### src/axi_lite_pkg.sv
`default_nettype none

package axi_lite_pkg;

	localparam int unsigned DATA_W = 32;
	localparam int unsigned ADDR_W = 4;
	localparam int unsigned STRB_W = 4; // One strobe per byte lane.

	typedef logic [DATA_W-1:0] data_t;
	typedef logic [ADDR_W-1:0] addr_t;
	typedef logic [STRB_W-1:0] strb_t;

	// Word index taken from address bits 3 to 2.
	typedef logic [1:0] reg_idx_t;

	typedef logic [1:0] resp_t;

	localparam resp_t RESP_OKAY   = 2'b00;
	localparam resp_t RESP_SLVERR = 2'b10;

	// The last word holds the count of accepted writes and cannot be written.
	localparam reg_idx_t RO_IDX = 2'd3;

	typedef struct packed {
		reg_idx_t idx;
		data_t    data;
		strb_t    strb;
	} wr_req_t;

	typedef enum logic {
		WR_IDLE,
		WR_RESP
	} wr_state_t;

	typedef enum logic {
		RD_IDLE,
		RD_DATA
	} rd_state_t;

endpackage

`default_nettype wire
### src/axi_lite_v1_0_wrap.sv
`timescale 1ns/1ps
`default_nettype none

module axi_lite_v1_0_wrap (
	input  logic                s00_axi_aclk,
	input  logic                arst_n,

	input  axi_lite_pkg::addr_t s00_axi_awaddr,
	input  logic                s00_axi_awvalid,
	output logic                s00_axi_awready,

	input  axi_lite_pkg::data_t s00_axi_wdata,
	input  axi_lite_pkg::strb_t s00_axi_wstrb,
	input  logic                s00_axi_wvalid,
	output logic                s00_axi_wready,

	output axi_lite_pkg::resp_t s00_axi_bresp,
	output logic                s00_axi_bvalid,
	input  logic                s00_axi_bready,

	input  axi_lite_pkg::addr_t s00_axi_araddr,
	input  logic                s00_axi_arvalid,
	output logic                s00_axi_arready,

	output axi_lite_pkg::data_t s00_axi_rdata,
	output axi_lite_pkg::resp_t s00_axi_rresp,
	output logic                s00_axi_rvalid,
	input  logic                s00_axi_rready
);

	logic                        wr_en;
	axi_lite_pkg::wr_req_t       wr_req;
	logic                        rd_en;
	axi_lite_pkg::reg_idx_t      rd_idx;
	axi_lite_pkg::data_t [3:0]   regs;

	axi_lite_ctrl u_ctrl (
		.s00_axi_aclk (s00_axi_aclk),
		.arst_n       (arst_n),
		.awvalid      (s00_axi_awvalid),
		.wvalid       (s00_axi_wvalid),
		.bready       (s00_axi_bready),
		.arvalid      (s00_axi_arvalid),
		.rready       (s00_axi_rready),
		.awaddr       (s00_axi_awaddr),
		.wdata        (s00_axi_wdata),
		.wstrb        (s00_axi_wstrb),
		.araddr       (s00_axi_araddr),
		.awready      (s00_axi_awready),
		.wready       (s00_axi_wready),
		.bvalid       (s00_axi_bvalid),
		.arready      (s00_axi_arready),
		.rvalid       (s00_axi_rvalid),
		.wr_en        (wr_en),
		.wr_req       (wr_req),
		.rd_en        (rd_en),
		.rd_idx       (rd_idx)
	);

	// The write response comes straight from the register block.
	axi_lite_regs u_regs (
		.s00_axi_aclk (s00_axi_aclk),
		.arst_n       (arst_n),
		.wr_en        (wr_en),
		.wr_req       (wr_req),
		.wr_resp      (s00_axi_bresp),
		.regs         (regs)
	);

	axi_lite_rd_path u_rd_path (
		.s00_axi_aclk (s00_axi_aclk),
		.arst_n       (arst_n),
		.rd_en        (rd_en),
		.rd_idx       (rd_idx),
		.regs         (regs),
		.rdata        (s00_axi_rdata)
	);

	assign s00_axi_rresp = axi_lite_pkg::RESP_OKAY; // Every word is readable.

endmodule

`default_nettype wire

### src/axi_lite_rd_path.sv
`timescale 1ns/1ps
`default_nettype none

module axi_lite_rd_path (
	input  logic                        s00_axi_aclk,
	input  logic                        arst_n,

	input  logic                        rd_en,
	input  axi_lite_pkg::reg_idx_t      rd_idx,
	input  axi_lite_pkg::data_t [3:0]   regs,

	output axi_lite_pkg::data_t         rdata
);

	axi_lite_pkg::data_t rd_word;

	// Word selected by the read address on the acceptance cycle.
	assign rd_word = regs[rd_idx];

	// Capturing on the same edge as a write returns the old word, because
	// regs still holds the value from before that edge.
	always_ff @(posedge s00_axi_aclk or negedge arst_n) begin
		if (!arst_n) begin
			rdata <= '0;
		end else if (rd_en) begin
			rdata <= rd_word;
		end
	end

endmodule

`default_nettype wire

### src/axi_lite_regs.sv
`timescale 1ns/1ps
`default_nettype none

module axi_lite_regs (
	input  logic                        s00_axi_aclk,
	input  logic                        arst_n,

	input  logic                        wr_en,
	input  axi_lite_pkg::wr_req_t       wr_req,

	output axi_lite_pkg::resp_t         wr_resp,
	output axi_lite_pkg::data_t [3:0]   regs
);

	localparam int unsigned BYTE_W = axi_lite_pkg::DATA_W / axi_lite_pkg::STRB_W;

	logic                wr_ro;
	axi_lite_pkg::data_t merged;
	axi_lite_pkg::data_t count_nxt;

	// Replaces each strobed byte lane of the old word with the new data.
	function automatic axi_lite_pkg::data_t merge_bytes(
		input axi_lite_pkg::data_t old_word,
		input axi_lite_pkg::data_t new_word,
		input axi_lite_pkg::strb_t strb
	);
		axi_lite_pkg::data_t result;
		result = old_word;
		for (int b = 0; b < axi_lite_pkg::STRB_W; b++) begin
			if (strb[b]) begin
				result[b*BYTE_W +: BYTE_W] = new_word[b*BYTE_W +: BYTE_W];
			end
		end
		return result;
	endfunction

	assign wr_ro     = (wr_req.idx == axi_lite_pkg::RO_IDX);
	assign merged    = merge_bytes(regs[wr_req.idx], wr_req.data, wr_req.strb);
	assign count_nxt = regs[axi_lite_pkg::RO_IDX] + axi_lite_pkg::data_t'(1);

	always_ff @(posedge s00_axi_aclk or negedge arst_n) begin
		if (!arst_n) begin
			regs <= '0;
		end else if (wr_en && !wr_ro) begin
			regs[wr_req.idx]            <= merged;
			regs[axi_lite_pkg::RO_IDX]  <= count_nxt; // Counts OKAY writes only.
		end
	end

	// The response is held until the next accepted write, so it stays
	// valid for as long as the master keeps bready low.
	always_ff @(posedge s00_axi_aclk or negedge arst_n) begin
		if (!arst_n) begin
			wr_resp <= axi_lite_pkg::RESP_OKAY;
		end else if (wr_en) begin
			if (wr_ro) begin
				wr_resp <= axi_lite_pkg::RESP_SLVERR;
			end else begin
				wr_resp <= axi_lite_pkg::RESP_OKAY;
			end
		end
	end

endmodule

`default_nettype wire

### src/axi_lite_ctrl.sv
`timescale 1ns/1ps
`default_nettype none

module axi_lite_ctrl (
	input  logic                   s00_axi_aclk,
	input  logic                   arst_n,

	input  logic                   awvalid,
	input  logic                   wvalid,
	input  logic                   bready,
	input  logic                   arvalid,
	input  logic                   rready,

	input  axi_lite_pkg::addr_t    awaddr,
	input  axi_lite_pkg::data_t    wdata,
	input  axi_lite_pkg::strb_t    wstrb,
	input  axi_lite_pkg::addr_t    araddr,

	output logic                   awready,
	output logic                   wready,
	output logic                   bvalid,
	output logic                   arready,
	output logic                   rvalid,

	output logic                   wr_en,
	output axi_lite_pkg::wr_req_t  wr_req,
	output logic                   rd_en,
	output axi_lite_pkg::reg_idx_t rd_idx
);

	axi_lite_pkg::wr_state_t wr_state;
	axi_lite_pkg::wr_state_t wr_state_nxt;
	axi_lite_pkg::rd_state_t rd_state;
	axi_lite_pkg::rd_state_t rd_state_nxt;

	logic wr_accept;
	logic rd_accept;

	// Address and data must arrive together, a lone channel is left waiting.
	assign wr_accept = (wr_state == axi_lite_pkg::WR_IDLE) && awvalid && wvalid;
	assign rd_accept = (rd_state == axi_lite_pkg::RD_IDLE) && arvalid;

	always_comb begin
		wr_state_nxt = wr_state;
		case (wr_state)
			axi_lite_pkg::WR_IDLE: begin
				if (wr_accept) begin
					wr_state_nxt = axi_lite_pkg::WR_RESP;
				end
			end
			axi_lite_pkg::WR_RESP: begin
				if (bready) begin
					wr_state_nxt = axi_lite_pkg::WR_IDLE; // Response taken by the master.
				end
			end
			default: begin
				wr_state_nxt = axi_lite_pkg::WR_IDLE;
			end
		endcase
	end

	always_comb begin
		rd_state_nxt = rd_state;
		case (rd_state)
			axi_lite_pkg::RD_IDLE: begin
				if (rd_accept) begin
					rd_state_nxt = axi_lite_pkg::RD_DATA;
				end
			end
			axi_lite_pkg::RD_DATA: begin
				if (rready) begin
					rd_state_nxt = axi_lite_pkg::RD_IDLE;
				end
			end
			default: begin
				rd_state_nxt = axi_lite_pkg::RD_IDLE;
			end
		endcase
	end

	always_ff @(posedge s00_axi_aclk or negedge arst_n) begin
		if (!arst_n) begin
			wr_state <= axi_lite_pkg::WR_IDLE;
			rd_state <= axi_lite_pkg::RD_IDLE;
		end else begin
			wr_state <= wr_state_nxt;
			rd_state <= rd_state_nxt;
		end
	end

	// Ready is a single-cycle pulse, since the state leaves idle on the same edge.
	assign awready = wr_accept;
	assign wready  = wr_accept;
	assign arready = rd_accept;

	assign bvalid = (wr_state == axi_lite_pkg::WR_RESP);
	assign rvalid = (rd_state == axi_lite_pkg::RD_DATA);

	// The register block updates on the acceptance edge.
	assign wr_en  = wr_accept;
	assign wr_req = '{idx: awaddr[3:2], data: wdata, strb: wstrb};

	assign rd_en  = rd_accept;
	assign rd_idx = araddr[3:2]; // Bits 1 to 0 are ignored.

endmodule

`default_nettype wire

### config.mk
export PLATFORM = sky130hd
export DESIGN_NAME = axi_lite_v1_0_wrap
export DESIGN_NICKNAME = d
export VERILOG_FILES = /design/src/axi_lite_pkg.sv /design/src/axi_lite_v1_0_wrap.sv /design/src/axi_lite_rd_path.sv /design/src/axi_lite_regs.sv /design/src/axi_lite_ctrl.sv
export SDC_FILE = /design/constraint.sdc
export NUM_CORES = 1
export LEC_CHECK = 0
export ABC_CLOCK_PERIOD_IN_PS = 1500
export BUFFER_PORTS_ARGS = -buffer_cell sky130_fd_sc_hd__buf_2
export CORE_UTILIZATION = 45
export CTS_CLUSTER_DIAMETER = 80
export CTS_CLUSTER_SIZE = 8
export DETAILED_ROUTE_END_ITERATION = 7
export PLACE_DENSITY = 0.66
export SLEW_MARGIN = 20
export SYNTH_ARGS = -nofsm -noshare
export SYNTH_HDL_FRONTEND = slang
export SYNTH_SLANG_ARGS = --single-unit
export TNS_END_PERCENT = 1
### constraint.sdc
create_clock -name s00_axi_aclk -period 1.5 [get_ports s00_axi_aclk]
set_input_delay 0.15 -clock s00_axi_aclk [delete_from_list [all_inputs] [get_ports s00_axi_aclk]]
set_output_delay 0.15 -clock s00_axi_aclk [all_outputs]
set_load 0.03 [all_outputs]
==> reports/qor.txt <==
CTS root buf -> clkbuf_16
Io pins -> 92
Post-route minimum period -> 1.626 ns
Final #Nets -> 834
First-pass GRT wire length -> 31,970 microns
Inst Count DP -> 981
DRT Pass-1 Iters -> 5
CP bufs+invs -> 4
Synth top area share -> 50.08%
Num Clock Sinks -> 163
Cells after synthesis -> 657
Core Util, Final -> 58.08%
Pre-CTS setup slack -> -0.2046 ns
Layout cells sized above 1 -> 41.01%
HP Class -> in2reg
R2r worst-path depth -> 5
Core region area -> 17,480 sq um
Post-route ant nets -> 0
Die Wd -> 136.5 microns
Hold endpoint -> u_regs.regs[44]
HP Start -> s00_axi_wdata[12]
Synth area leader -> dfrtp_1
Hold Crit Depth -> 3
Max stage delay on crit path -> 0.41 ns
Number of global-route vias before repair -> 6,181
Worst reg2reg startpoint -> u_regs.regs[96]
Leakage -> 4.674 nW
Die area -> 18,640 sq um
Outcome -> finished with violations
Number of DRC markers in iteration 0 -> 293
RSZ-0062 raised after global routing -> yes
Vias -> 5,855
R2R Setup Slk -> -0.08 ns
Peak supply drop -> 0.0008841 V
WP depth -> 5
Layout Cells excl Fill -> 1,020
Most used cell, CP -> buf_6
Fill count -> 1,384
Clk_lat worst skew -> 0.43 ns
Endpoint class of the critical path -> primary output
Worst-path clk slew -> 0.06 ns
Worst path arrival time -> 1.48 ns
HPWL after DPL -> 13,600 microns
Asr flop ratio synth -> 100.0%
Kind of critical path -> reg2out
# DRC -> 0
YS warnings -> 0
Yosys reg bits -> 163
Reg2reg end -> u_regs.regs[111]
Failing checks -> negative setup slack
Num CTS Buffers -> 17
Power per cell area -> 1411 nW/um^2
Most frequent cells after synthesis -> 163 x dfrtp_1, 112 x nand2_1, 73 x o21ai_0
Setup TNS -> -2.780 ns
Synth top area cells -> dfrtp_1 50%, mux4_2 18%, nand2_1 5.2%
Syn Std Cell Area -> 8145 sq um
Pin count of the biggest net entering global routing -> 57
Post-Route Skew -> 0.006976 ns
Clock Tree Buf Depth -> 2
Placement Rows -> 48
Initial antenna violation count -> 0
Min Hold Slack -> 0.03986 ns
Final period util -> 108.4%
Post-DR wirelength/cell -> 19.18 microns
CP cell instances -> nand3b_4, buf_6, clkinvlp_4, buf_6, buf_6
GRT overflow -> 0
Post-synth cell types -> 37
Number of port buffers -> 84
Slew Limit Fails -> 0
Vias per cell -> 5.740
Top_reg_cell synth -> dfrtp_1
Crit-path max FO -> 6
Crit path required time -> 1.35 ns
Avg Synthesized Cell Area -> 12.40 sq um
Die Height -> 136.5 microns
Setup ws final -> -0.1264 ns
P&R area growth vs syn -> 24.61%
Antenna cells -> 0
# Max-Cap Violations -> 0
Startpoint Class -> flip-flop
Setup violations, final -> 64
TritonCTS clock tree -> built
Critical-path top delay cell -> dfrtp_2
Final GP Congestion -> 0.8327
Initial cell density of the core -> 46.61%
Highest clock rate -> 614.9 MHz
Final Hold Viols -> 0
Most common cell in the netlist -> dfrtp_1
Top delay family on crit path -> buffers and inverters
Register area share after synthesis -> 50.08%
Post-synth EDFFs -> 0
GR Util All Layers -> 23.00%
Routed WL -> 19,570 microns
H-tree levels -> 4
[worst register-to-register path: cells and delay by family (launching register included)]
family	cells	cell delay [ns]
xor+xnor	1	0.18
buf+inv	1	0.13
flops	1	0.38
simple gates	3	0.83
[kinds of logic after synthesis]
family                     Yosys count  synth area share (%)
AOI/OAI and AO/OA                   99                 6.083
xor gates and xnor gates            31                 3.333
adders and majority gates            1                0.1536
buffers and inverters               53                 2.995
DFF                                163                 50.08
muxes                              129                 26.19
other                                1               0.04604
and+or+nand+nor                    180                 11.12
[state kept, by name, indices dropped and copies added (netlist names)]
| signal | flops |
|---|---|
| u_regs.wr_resp | 1 |
| u_ctrl.bvalid | 1 |
| u_rd_path.rdata | 32 |
| u_ctrl.rvalid | 1 |
| u_regs.regs | 128 |
[layout by cell type, fill, tap and decap left out, drive strengths merged, types with 6 or more instances in the layout]
master  Yosys  routed
dfrtp     163     163
buf        21     150
nand2     112     112
o21ai      98      98
mux4       64      64
mux2       33      33
mux2i      32      32
clkbuf     29      19
xor2       16      16
xnor2      15      15
nand3      14      14
nor3        9       9
nand4       8       8
and4        7       7
nor4        7       7
inv         3       6
clkinv      0       6
[layout make-up]
cell class	instances	area [sq um]	share of cell area (%)
Clock inverter	13	101.3	0.9985
Multi-Input combinational cell	443	4034	39.74
Clock buffer	19	452.9	4.463
Timing Repair Buffer	154	1181	11.64
Inverter	3	15.01	0.1479
Tap cell	225	281.5	2.774
Sequential cell	163	4084	40.24
[what timing repair did]
item                                   CTS  global route
endpoints found under the hold margin  143             0
hold buffers                             4             0
setup endpoints to repair               93           124
resized for setup                       35            46
pin swaps                                6            12
setup buffers                            1             2
[stage by stage]
stage               total power, mW  instance area, sq um
global route                  15.07                 10150
floorplan                     8.747                  8194
CTS                           14.30                 10010
finish                        14.32                 10150
global placement              9.846                  9295
detailed placement            10.12                  9295
[routing by layer]
metal / up-vias / share of wire, % / track usage, %
met5: - / 0 / 0
met4: 0 / 1.4 / 7.346
met3: 25 / 4.3 / 4.519
met2: 149 / 51 / 38.04
met1: 3021 / 43 / 30.55
li1: 2660 / - / -
[report_power, final]
| part | internal [mW] | leakage, nW | switching, mW |
|---|---|---|---|
| clock | 2.23 | 0.268 | 1.86 |
| sequential | 5.48 | 2.12 | 0.762 |
| combinational | 1.96 | 2.28 | 2.03 |
| total | 9.67 | 4.67 | 4.66 |
[worst max path at each step]
stage | from | end | slack, ns
detailed placement | u_regs.regs[96] | u_regs.regs[111] | -0.20
CTS | u_ctrl.bvalid | u_regs.regs[121] | -0.14
floorplan | u_ctrl.bvalid | u_regs.regs[118] | -0.17
global placement | u_ctrl.bvalid | u_regs.regs[118] | -0.1
global route | u_regs.regs[96] | u_regs.regs[113] | -0.19
finish | u_ctrl.bvalid | s00_axi_awready | -0.13
Note: power is estimated with default switching activity, not from simulation.
